<file path="src/source/rvIsaPkg.sv">
package rvIsaPkg;

    // rv64 register width
    localparam int XLEN = 64;

    typedef logic [XLEN-1:0] xlenT;
    typedef logic [31:0]     instT;
    typedef logic [4:0]      regAddrT;

    // major opcodes, inst[6:0]
    localparam logic [6:0] OP      = 7'b0110011;
    localparam logic [6:0] OP32    = 7'b0111011;
    localparam logic [6:0] OPIMM   = 7'b0010011;
    localparam logic [6:0] OPIMM32 = 7'b0011011;
    localparam logic [6:0] LOAD    = 7'b0000011;
    localparam logic [6:0] JALR    = 7'b1100111;
    localparam logic [6:0] STORE   = 7'b0100011;
    localparam logic [6:0] BRANCH  = 7'b1100011;
    localparam logic [6:0] LUI     = 7'b0110111;
    localparam logic [6:0] AUIPC   = 7'b0010111;
    localparam logic [6:0] JAL     = 7'b1101111;
    localparam logic [6:0] SYSTEM  = 7'b1110011;

    // funct7 of the M extension
    localparam logic [6:0] F7MULDIV = 7'b0000001;

    // funct3 of the integer ops
    localparam logic [2:0] F3ADD  = 3'b000;
    localparam logic [2:0] F3SLL  = 3'b001;
    localparam logic [2:0] F3SLT  = 3'b010;
    localparam logic [2:0] F3SLTU = 3'b011;
    localparam logic [2:0] F3XOR  = 3'b100;
    localparam logic [2:0] F3SR   = 3'b101;
    localparam logic [2:0] F3OR   = 3'b110;
    localparam logic [2:0] F3AND  = 3'b111;

    // funct3 of mul and div
    localparam logic [2:0] F3MUL  = 3'b000;
    localparam logic [2:0] F3DIV  = 3'b100;
    localparam logic [2:0] F3DIVU = 3'b101;
    localparam logic [2:0] F3REM  = 3'b110;
    localparam logic [2:0] F3REMU = 3'b111;

    // branch conditions
    localparam logic [2:0] F3BEQ  = 3'b000;
    localparam logic [2:0] F3BNE  = 3'b001;
    localparam logic [2:0] F3BLT  = 3'b100;
    localparam logic [2:0] F3BGE  = 3'b101;
    localparam logic [2:0] F3BLTU = 3'b110;
    localparam logic [2:0] F3BGEU = 3'b111;

    // store widths
    localparam logic [2:0] F3SB = 3'b000;
    localparam logic [2:0] F3SH = 3'b001;
    localparam logic [2:0] F3SW = 3'b010;
    localparam logic [2:0] F3SD = 3'b011;

    // the one SYSTEM word that is decoded
    localparam instT EBREAKINST = 32'h0010_0073;

    typedef enum logic [2:0] {R, I, S, B, U, J, BAD} instFormatT;

endpackage

</file>
<file path="src/source/decodeStagePkg.sv">
package decodeStagePkg;

    import rvIsaPkg::*;

    typedef logic [4:0] aluOpT;
    typedef logic [7:0] storeMaskT;
    typedef logic [2:0] redirectKindT;

    // execute unit op codes
    localparam aluOpT ADD  = 5'd0;
    localparam aluOpT SUB  = 5'd1;
    localparam aluOpT XOR  = 5'd2;
    localparam aluOpT OR   = 5'd3;
    localparam aluOpT AND  = 5'd4;
    localparam aluOpT SLT  = 5'd5;
    localparam aluOpT SLTU = 5'd6;
    localparam aluOpT SLL  = 5'd7;
    localparam aluOpT SLLW = 5'd8;
    localparam aluOpT SRL  = 5'd9;
    localparam aluOpT SRA  = 5'd10;
    localparam aluOpT MUL  = 5'd11;
    // unsigned divide and remainder
    localparam aluOpT DIV  = 5'd12;
    localparam aluOpT DIVS = 5'd13;
    localparam aluOpT REM  = 5'd14;
    localparam aluOpT REMS = 5'd15;

    // one-hot bit positions in redirectKindT
    localparam int KINDJAL    = 0;
    localparam int KINDJALR   = 1;
    localparam int KINDBRANCH = 2;

    // link value added to pc
    localparam xlenT LINKSTEP = 64'd4;

    typedef struct packed {
        logic valid;
        xlenT pc;
        instT inst;
    } fetchBundleT;

    typedef struct packed {
        logic hit1;
        logic hit2;
        xlenT data;
    } bypassBundleT;

    typedef struct packed {
        logic      valid;
        xlenT      pc;
        instT      inst;
        aluOpT     aluOp;
        xlenT      opA;
        xlenT      opB;
        xlenT      imm;
        xlenT      rs2Value;
        regAddrT   rd;
        logic      wen;
        logic      loadFlag;
        logic      storeFlag;
        storeMaskT storeMask;
        logic [2:0] funct3;
        logic      word32;
        logic      jalrFlag;
        logic      ebreakFlag;
        logic      illegal;
    } issueBundleT;

    typedef struct packed {
        logic         valid;
        redirectKindT kind;
        xlenT         pc;
        xlenT         imm;
        xlenT         base;
    } redirectBundleT;

    typedef struct packed {
        logic    valid;
        logic    wen;
        regAddrT rs1;
        regAddrT rs2;
        regAddrT rd;
    } scoreClaimT;

    typedef struct packed {
        instFormatT format;
        aluOpT      aluOp;
        xlenT       imm;
        regAddrT    rs1;
        regAddrT    rs2;
        regAddrT    rd;
        logic [2:0] funct3;
        logic       wen;
        logic       loadFlag;
        logic       storeFlag;
        logic       jalrFlag;
        logic       ebreakFlag;
        logic       word32;
        logic       illegal;
        // auipc takes pc as first operand, lui takes 0
        logic       upperPc;
        storeMaskT  storeMask;
        logic       signExt32;
        logic       zeroExt32;
        logic       extBoth;
        logic       shift5;
        logic       shift6;
        logic       immShift;
    } decodeInfoT;

endpackage

</file>
<file path="src/source/instDecoder.sv">
`timescale 1ns/10ps

module instDecoder import rvIsaPkg::*, decodeStagePkg::*; (
    input  fetchBundleT fetch,
    output regAddrT     regAddr1,
    output regAddrT     regAddr2,
    output decodeInfoT  info
);

    instT       inst;
    logic [6:0] opcode;
    logic [2:0] funct3;
    logic [6:0] funct7;
    logic       altBit;
    logic       isImmAlu;
    logic       isRegAlu;
    logic       word32;
    logic       mulDiv;
    logic       isShift;
    logic       ebreakFlag;
    instFormatT format;
    xlenT       imm;
    aluOpT      aluOp;
    storeMaskT  storeMask;

    // raw fields
    assign inst   = fetch.inst;
    assign opcode = inst[6:0];
    assign funct3 = inst[14:12];
    assign funct7 = inst[31:25];
    // sub and arithmetic shift select
    assign altBit = inst[30];

    // register file read addresses go out unconditionally
    assign regAddr1 = inst[19:15];
    assign regAddr2 = inst[24:20];

    // opcode groups
    assign isImmAlu   = (opcode == OPIMM) || (opcode == OPIMM32);
    assign isRegAlu   = (opcode == OP) || (opcode == OP32);
    assign word32     = (opcode == OPIMM32) || (opcode == OP32);
    assign mulDiv     = isRegAlu && (funct7 == F7MULDIV);
    assign isShift    = (isImmAlu || isRegAlu) && !mulDiv
                        && ((funct3 == F3SLL) || (funct3 == F3SR));
    assign ebreakFlag = (inst == EBREAKINST);

    // format classification
    always_comb begin
        case (opcode)
            OP, OP32:                       format = R;
            OPIMM, OPIMM32, LOAD, JALR:     format = I;
            STORE:                          format = S;
            BRANCH:                         format = B;
            LUI, AUIPC:                     format = U;
            JAL:                            format = J;
            // SYSTEM included, ebreak is told apart by its flag
            default:                        format = BAD;
        endcase
    end

    // sign-extended immediate per format
    always_comb begin
        if (!fetch.valid) begin
            imm = '0;
        end else begin
            case (format)
                I:       imm = {{(XLEN-12){inst[31]}}, inst[31:20]};
                S:       imm = {{(XLEN-12){inst[31]}}, inst[31:25], inst[11:7]};
                B:       imm = {{(XLEN-12){inst[31]}}, inst[7], inst[30:25], inst[11:8], 1'b0};
                U:       imm = {{(XLEN-32){inst[31]}}, inst[31:12], 12'b0};
                J:       imm = {{(XLEN-20){inst[31]}}, inst[19:12], inst[20], inst[30:21], 1'b0};
                default: imm = '0;
            endcase
        end
    end

    // alu op, I and R tables share funct3
    always_comb begin
        aluOp = ADD;
        if (mulDiv) begin
            case (funct3)
                F3MUL:   aluOp = MUL;
                F3DIV:   aluOp = DIVS;
                F3DIVU:  aluOp = DIV;
                F3REM:   aluOp = REMS;
                F3REMU:  aluOp = REM;
                default: aluOp = ADD;
            endcase
        end else if (isImmAlu || isRegAlu) begin
            case (funct3)
                // bit 30 means sub only in the register forms
                F3ADD:   aluOp = (isRegAlu && altBit) ? SUB : ADD;
                F3SLL:   aluOp = word32 ? SLLW : SLL;
                F3SLT:   aluOp = SLT;
                F3SLTU:  aluOp = SLTU;
                F3XOR:   aluOp = XOR;
                F3SR:    aluOp = altBit ? SRA : SRL;
                F3OR:    aluOp = OR;
                F3AND:   aluOp = AND;
                default: aluOp = ADD;
            endcase
        end
    end

    // byte enables for sb, sh, sw, sd
    always_comb begin
        storeMask = '0;
        if (opcode == STORE) begin
            case (funct3)
                F3SB:    storeMask = 8'h01;
                F3SH:    storeMask = 8'h03;
                F3SW:    storeMask = 8'h0f;
                F3SD:    storeMask = 8'hff;
                default: storeMask = '0;
            endcase
        end
    end

    always_comb begin
        info.format     = format;
        info.aluOp      = aluOp;
        info.imm        = imm;
        info.rs1        = inst[19:15];
        info.rs2        = inst[24:20];
        info.rd         = inst[11:7];
        info.funct3     = funct3;
        // stores, branches and unknown words write nothing
        info.wen        = (format != S) && (format != B) && (format != BAD);
        info.loadFlag   = (opcode == LOAD);
        info.storeFlag  = (opcode == STORE);
        info.jalrFlag   = (opcode == JALR);
        info.ebreakFlag = ebreakFlag;
        info.word32     = word32;
        info.illegal    = (format == BAD) && !ebreakFlag;
        info.upperPc    = (opcode == AUIPC);
        info.storeMask  = storeMask;
        // sraw/sraiw and divw/remw see a sign-extended low word
        info.signExt32  = word32 && ((isShift && funct3 == F3SR && altBit)
                          || (mulDiv && funct3[2] && !funct3[0]));
        // srlw/srliw and divuw/remuw see a zero-extended low word
        info.zeroExt32  = word32 && ((isShift && funct3 == F3SR && !altBit)
                          || (mulDiv && funct3[2] && funct3[0]));
        // W divide forms extend rs2 as well
        info.extBoth    = word32 && mulDiv && funct3[2];
        info.shift5     = word32 && isShift;
        info.shift6     = !word32 && isShift;
        info.immShift   = isImmAlu && isShift;
    end

endmodule

</file>
<file path="src/source/operandExecute.sv">
`timescale 1ns/10ps

module operandExecute import rvIsaPkg::*, decodeStagePkg::*; (
    input  fetchBundleT    fetch,
    input  decodeInfoT     info,
    input  xlenT           regData1,
    input  xlenT           regData2,
    input  logic           scoreBusy1,
    input  logic           scoreBusy2,
    input  bypassBundleT   bypass,
    input  logic           exReady,
    output issueBundleT    nextIssue,
    output redirectBundleT nextRedirect,
    output logic           stall,
    output logic           fetchReady,
    output scoreClaimT     scoreClaim
);

    xlenT src1;
    xlenT src2;
    xlenT shapedA;
    xlenT shapedB;
    xlenT opA;
    xlenT opB;
    logic eq;
    logic ltSigned;
    logic ltUnsigned;
    logic condMet;
    logic taken;
    logic accept;

    // low word extension for the W forms
    function automatic xlenT extend32(input xlenT value, input logic signExt,
                                      input logic zeroExt);
        xlenT result;
        result = value;
        if (signExt) begin
            result = {{(XLEN-32){value[31]}}, value[31:0]};
        end else if (zeroExt) begin
            result = {{(XLEN-32){1'b0}}, value[31:0]};
        end
        return result;
    endfunction

    // keep 5 or 6 bits of a shift amount
    function automatic xlenT maskShift(input xlenT value, input logic narrow,
                                       input logic wide);
        xlenT result;
        result = value;
        if (narrow) begin
            result = xlenT'(value[4:0]);
        end else if (wide) begin
            result = xlenT'(value[5:0]);
        end
        return result;
    endfunction

    // bypass only when the register is really in flight,
    // so a pending write to x0 never leaks in
    assign src1 = (scoreBusy1 && bypass.hit1) ? bypass.data : regData1;
    assign src2 = (scoreBusy2 && bypass.hit2) ? bypass.data : regData2;
    assign stall = (scoreBusy1 && !bypass.hit1) || (scoreBusy2 && !bypass.hit2);

    // handshake, ebreak parks the fetch side
    assign fetchReady = exReady && !stall && !(fetch.valid && info.ebreakFlag);
    assign accept     = fetch.valid && fetchReady;

    assign scoreClaim.valid = fetch.valid && !info.ebreakFlag;
    assign scoreClaim.wen   = accept && info.wen;
    assign scoreClaim.rs1   = info.rs1;
    assign scoreClaim.rs2   = info.rs2;
    assign scoreClaim.rd    = info.rd;

    // branch compare
    assign eq         = (src1 == src2);
    assign ltSigned   = ($signed(src1) < $signed(src2));
    assign ltUnsigned = (src1 < src2);

    always_comb begin
        case (info.funct3)
            F3BEQ:   condMet = eq;
            F3BNE:   condMet = !eq;
            F3BLT:   condMet = ltSigned;
            F3BGE:   condMet = !ltSigned;
            F3BLTU:  condMet = ltUnsigned;
            F3BGEU:  condMet = !ltUnsigned;
            default: condMet = 1'b0;
        endcase
    end

    assign taken = (info.format == B) && condMet;

    assign shapedA = extend32(src1, info.signExt32, info.zeroExt32);
    assign shapedB = extend32(src2, info.signExt32, info.zeroExt32);

    // alu operands by format
    always_comb begin
        case (info.format)
            I: begin
                if (info.jalrFlag) begin
                    opA = fetch.pc;
                    opB = LINKSTEP;
                end else begin
                    opA = shapedA;
                    opB = info.immShift ? maskShift(info.imm, info.shift5, info.shift6)
                                        : info.imm;
                end
            end
            R: begin
                opA = shapedA;
                opB = info.extBoth ? shapedB : maskShift(src2, info.shift5, info.shift6);
            end
            S: begin
                opA = src1;
                opB = info.imm;
            end
            U: begin
                opA = info.upperPc ? fetch.pc : '0;
                opB = info.imm;
            end
            J: begin
                opA = fetch.pc;
                opB = LINKSTEP;
            end
            // branches resolve here, nothing for the alu
            default: begin
                opA = '0;
                opB = '0;
            end
        endcase
    end

    always_comb begin
        nextIssue.valid      = fetch.valid;
        nextIssue.pc         = fetch.pc;
        nextIssue.inst       = fetch.inst;
        nextIssue.aluOp      = info.aluOp;
        nextIssue.opA        = opA;
        nextIssue.opB        = opB;
        nextIssue.imm        = info.imm;
        nextIssue.rs2Value   = src2;
        nextIssue.rd         = info.rd;
        nextIssue.wen        = info.wen;
        nextIssue.loadFlag   = info.loadFlag;
        nextIssue.storeFlag  = info.storeFlag;
        nextIssue.storeMask  = info.storeMask;
        nextIssue.funct3     = info.funct3;
        nextIssue.word32     = info.word32;
        nextIssue.jalrFlag   = info.jalrFlag;
        nextIssue.ebreakFlag = info.ebreakFlag;
        nextIssue.illegal    = info.illegal;
    end

    // redirect target is base + imm, computed downstream
    always_comb begin
        nextRedirect.valid              = fetch.valid;
        nextRedirect.kind               = '0;
        nextRedirect.kind[KINDJAL]      = (info.format == J);
        nextRedirect.kind[KINDJALR]     = info.jalrFlag;
        nextRedirect.kind[KINDBRANCH]   = taken;
        nextRedirect.pc                 = fetch.pc;
        nextRedirect.imm                = info.imm;
        nextRedirect.base               = info.jalrFlag ? src1 : fetch.pc;
    end

endmodule

</file>
<file path="src/source/issueRegister.sv">
`timescale 1ns/10ps

module issueRegister import decodeStagePkg::*; (
    input  logic           clock,
    input  logic           rst,
    input  logic           exReady,
    input  logic           stall,
    input  issueBundleT    nextIssue,
    input  redirectBundleT nextRedirect,
    output issueBundleT    issue,
    output redirectBundleT redirect
);

    // ID/EX boundary, loads only when execute takes the previous item
    always_ff @(posedge clock) begin
        if (rst) begin
            issue.valid    <= 1'b0;
            redirect.valid <= 1'b0;
        end else if (exReady) begin
            issue          <= nextIssue;
            redirect       <= nextRedirect;
            // a stalled slot turns into a bubble
            issue.valid    <= nextIssue.valid && !stall;
            redirect.valid <= nextRedirect.valid && !stall;
        end
    end

endmodule

</file>
<file path="src/source/decodeStage.sv">
`timescale 1ns/10ps

module decodeStage import rvIsaPkg::*, decodeStagePkg::*; (
    input  logic           clock,
    input  logic           rst,
    input  fetchBundleT    fetch,
    input  xlenT           regData1,
    input  xlenT           regData2,
    input  logic           scoreBusy1,
    input  logic           scoreBusy2,
    input  bypassBundleT   bypass,
    input  logic           exReady,
    output regAddrT        regAddr1,
    output regAddrT        regAddr2,
    output logic           fetchReady,
    output scoreClaimT     scoreClaim,
    output issueBundleT    issue,
    output redirectBundleT redirect
);

    decodeInfoT     info;
    issueBundleT    nextIssue;
    redirectBundleT nextRedirect;
    logic           stall;

    // pure field decode
    instDecoder i_instDecoder (
        .fetch    (fetch),
        .regAddr1 (regAddr1),
        .regAddr2 (regAddr2),
        .info     (info)
    );

    // sources, hazards, branch and operands, same cycle
    operandExecute i_operandExecute (
        .fetch        (fetch),
        .info         (info),
        .regData1     (regData1),
        .regData2     (regData2),
        .scoreBusy1   (scoreBusy1),
        .scoreBusy2   (scoreBusy2),
        .bypass       (bypass),
        .exReady      (exReady),
        .nextIssue    (nextIssue),
        .nextRedirect (nextRedirect),
        .stall        (stall),
        .fetchReady   (fetchReady),
        .scoreClaim   (scoreClaim)
    );

    // one cycle to execute
    issueRegister i_issueRegister (
        .clock        (clock),
        .rst          (rst),
        .exReady      (exReady),
        .stall        (stall),
        .nextIssue    (nextIssue),
        .nextRedirect (nextRedirect),
        .issue        (issue),
        .redirect     (redirect)
    );

endmodule

</file>
<file path="config.mk">
export PLATFORM = sky130hd
export DESIGN_NAME = decodeStage
export DESIGN_NICKNAME = d
export VERILOG_FILES = /design/src/source/rvIsaPkg.sv /design/src/source/decodeStagePkg.sv /design/src/source/instDecoder.sv /design/src/source/operandExecute.sv /design/src/source/issueRegister.sv /design/src/source/decodeStage.sv
export SDC_FILE = /design/constraint.sdc
export NUM_CORES = 1
export LEC_CHECK = 0
export BUFFER_PORTS_ARGS = -buffer_cell sky130_fd_sc_hd__buf_2
export CORE_AREA = 2 2 346 348
export DETAILED_ROUTE_END_ITERATION = 8
export DIE_AREA = 0 0 348 350
export GPL_TIMING_DRIVEN = 0
export PLACE_DENSITY = 0.36
export SLEW_MARGIN = 30
export SYNTH_ARGS = -nofsm -noshare
export SYNTH_HDL_FRONTEND = slang
export SYNTH_SLANG_ARGS = --single-unit
</file>
<file path="constraint.sdc">
create_clock -name clock -period 25.8 [get_ports clock]
set_clock_uncertainty 0.2 [all_clocks]
set_input_delay 0 -clock clock [delete_from_list [all_inputs] [get_ports clock]]
set_output_delay 0 -clock clock [all_outputs]
set_load 0.02 [all_outputs]
</file>
==> reports/metrics.cfg <==
[status]
run_status=finished clean

[floorplan]
io_pins=901
start_util=0.171
dieHeight_um=350
die_area_um2=122000
design.core.area_um2=118000
num_rows=126
die_x_um=348

[global_route]
grt_usage=0.177
grt_pass1_wl_um=150000
first_global_vias=18800
gr-total-overflow=0
grt_max_degree=26
antenna_found_initial=24

[clock_tree]
cts-buffers-inserted=52
insertion_delay_ps=650
clock_tree_from_tritoncts=built
clkTransAtPathRegs_ps=60
clock_tree.root_cell=clkbuf_16
cts.repair_timing.setup_buffer_count=0
clock_tree.buffer_depth=3
h-tree-depth=2
clock-sinks=402

[setup_path]
reg2reg_depth=3
setup.worst_path.end_class=flip-flop
criticalPathCategory=in2reg
arrival_ps=5410
timing.critical_path.required_ps=26000
maximum_fanout_count_along_the_critical_path=10
critPathLaunchType=input pin

[flow_run]
max_cap_violations=0

[pwr]
seqPwrFrac=0.410
power_switching_share=0.308
power.leakage_uw=0.0145
powerDensity_nw_per_um2=57.0
internal-power_uw=1320
peakVddDrop_mv=0.0478
pwr-share-clk=0.371
net-switching-power_uw=587
combPwrFrac=0.219

[final_layout]
layout.nets=3453
fraction_of_layout_instances_using_a_drive_strength_above_1=0.422
postLayoutCellArea_um2=33500
sequential_cell_area_um2=12100
flow.area_growth_from_synthesis_pct=66.0
layout.filler_cells=12600
multiInputGateArea_um2=5950
post_route_core_utilization=0.284

[sta]
whs_ps=39.1
unrepaired_setup_endpoints_after_global_routing=no
worst_slew_margin_rel=0.323
finalCriticalPeriod_ps=5210
setup-violations-final=0
fmax_ghz=0.192
timing.final.max_slew_violations=0
report.final.hold_viol_count=0
worst-slew-pin-transition_ps=1020
layout_worst_path_cycle_share=0.202

[drt]
post_drt_via_cell_ratio=3.96
antenna_violating_nets_post_route=0
routedWlPerCell_um=24.1
via_count=18500
drt_first_pass_iters=4
route.final.wire_length_um=113000
drt-initial-drc-count=1046
drcViolationCount=0

[synth]
ys_seq_area_frac=0.598
synthDistinctLibCells=64
netlist.area_leader.share=0.597
synth.ff_latch_count=402
synth.area.top_cells=edfxtp_1, buf_4, mux2i_1
synthDominantAreaCellType=edfxtp_1
synth_most_common_cell=edfxtp_1
synth_warnings=0
ys.flop_type=edfxtp_1
synthesis.nets=2020
post_synth_instance_area_um2=20200
synth.top_cells.by_count=edfxtp_1, buf_4, nand2_1
synthArstFlopShare=0
synthesis.instances=1658
synth_edf_count=401
synth_area_per_cell_um2=12.2

[placement]
place_area_um2=27400
gpl.final_weighted_congestion=0.799
place.port_buffers=899
detailed_place_hpwl_um=90700

[min_path]
holdPathStages=4
worst_hold_path_type=in2reg

-- registers in the layout, indices dropped and copies added (netlist names) --
name	flops
i_issueRegister.issue	335
i_issueRegister.redirect	67
-- worst paths after layout --
path / start / end / slack [ps]
worst max-delay path: fetch[3] / i_issueRegister.issue[265]$_DFFE_PP_ / 20590
worst min-delay path: fetch[63] / i_issueRegister.issue[246]$_DFFE_PP_ / 40
worst max register to register: i_issueRegister.issue[380]$_SDFFE_PP0P_ / i_issueRegister.issue[380]$_SDFFE_PP0P_ / 24450
worst min register to register: i_issueRegister.issue[380]$_SDFFE_PP0P_ / i_issueRegister.issue[380]$_SDFFE_PP0P_ / 840
-- cells in the final DEF (no fill, tap or decap), types with 11 or more instances in the layout --
| cell | count |
|---|---|
| ha_1 | 66 |
| nand2_1 | 180 |
| inv_1 | 110 |
| dlygate4sd3_1 | 447 |
| clkbuf_16 | 52 |
| nand2b_1 | 13 |
| buf_16 | 24 |
| o21ai_0 | 130 |
| and3_1 | 11 |
| a21oi_1 | 57 |
| nor2_1 | 75 |
| mux2i_1 | 89 |
| clkbuf_1 | 54 |
| buf_4 | 207 |
| clkinv_1 | 14 |
| edfxtp_1 | 401 |
| nand4_1 | 16 |
| o22ai_1 | 16 |
| a21o_1 | 36 |
| buf_2 | 907 |
| nand3_1 | 12 |
| mux2_2 | 66 |
-- stage by stage --
| stage | power (uW) | TNS (ps) | cells | setup slack [ps] |
|---|---|---|---|---|
| 2_1_floorplan | 999 | 0 | 1658 | 6670 |
| 3_3_place_gp | 1180 | -2066210 | 4093 | -5250 |
| 3_5_place_dp | 1160 | 0 | 4126 | 20170 |
| 4_1_cts | 1940 | 0 | 4667 | 20640 |
| 5_1_grt | 1990 | 0 | 4669 | 20130 |
| 6_report | 1910 | 0 | 4674 | 20590 |
-- layer usage --
metal | part of all wire | vias up | global-route usage
met2 | 0.50 | 740 | 0.317
met1 | 0.39 | 8963 | 0.203
met4 | 0.026 | 16 | 0.0469
met5 | 0.00095 | - | 0
met3 | 0.076 | 130 | 0.0544
li1 | - | 8669 | -
-- power by group through the flow --
stage / clock [uW] / combinational [uW] / sequential [uW]
4_1_cts: 731 / 425 / 783
3_3_place_gp: 0 / 348 / 828
3_5_place_dp: 0 / 362 / 796
2_1_floorplan: 0 / 131 / 867
5_1_grt: 752 / 447 / 787
6_report: 709 / 418 / 782
-- layout make-up --
cell class,count,area share
clock inverter,28,0.00616
clock buffer,66,0.0404
sequential,402,0.360
antenna,7,0.000523
tap,1536,0.0574
buffer,271,0.0552
inverter,111,0.0124
timing repair buffer,1379,0.290
multi-input combinational,874,0.178
-- critical path, stage by stage --
cell and delay (ps):
dlygate4sd3_1 520, buf_2 130, clkbuf_1 400, nor2_1 90, and3_1 190, buf_2 150, inv_1 210, clkbuf_1 460
ha_1 230, inv_1 50, a21oi_1 370, nand2_1 360, nand3_1 540, a21oi_1 150, nor3_2 130, buf_4 220
clkbuf_1 460, o21ai_0 160, dlygate4sd3_1 570
-- cell families after synthesis --
group                    Yosys count  share of synthesized area
AO/OA/AOI/OAI                    283                     0.0826
XOR/XNOR                           3                    0.00130
adder cells (fa/ha/maj)           66                     0.0409
buffers and inverters            382                      0.112
flip-flops                       402                      0.598
multiplexers                     160                     0.0835
other                              1                   0.000186
AND/OR/NAND/NOR                  361                     0.0821
-- what timing repair did --
action,4_1_cts,5_1_grt
gates resized for setup,0,0
setup endpoints to repair,0,0
hold buffers,447,0
hold endpoints to repair,472,0
Note: power is estimated with default switching activity, not from simulation.
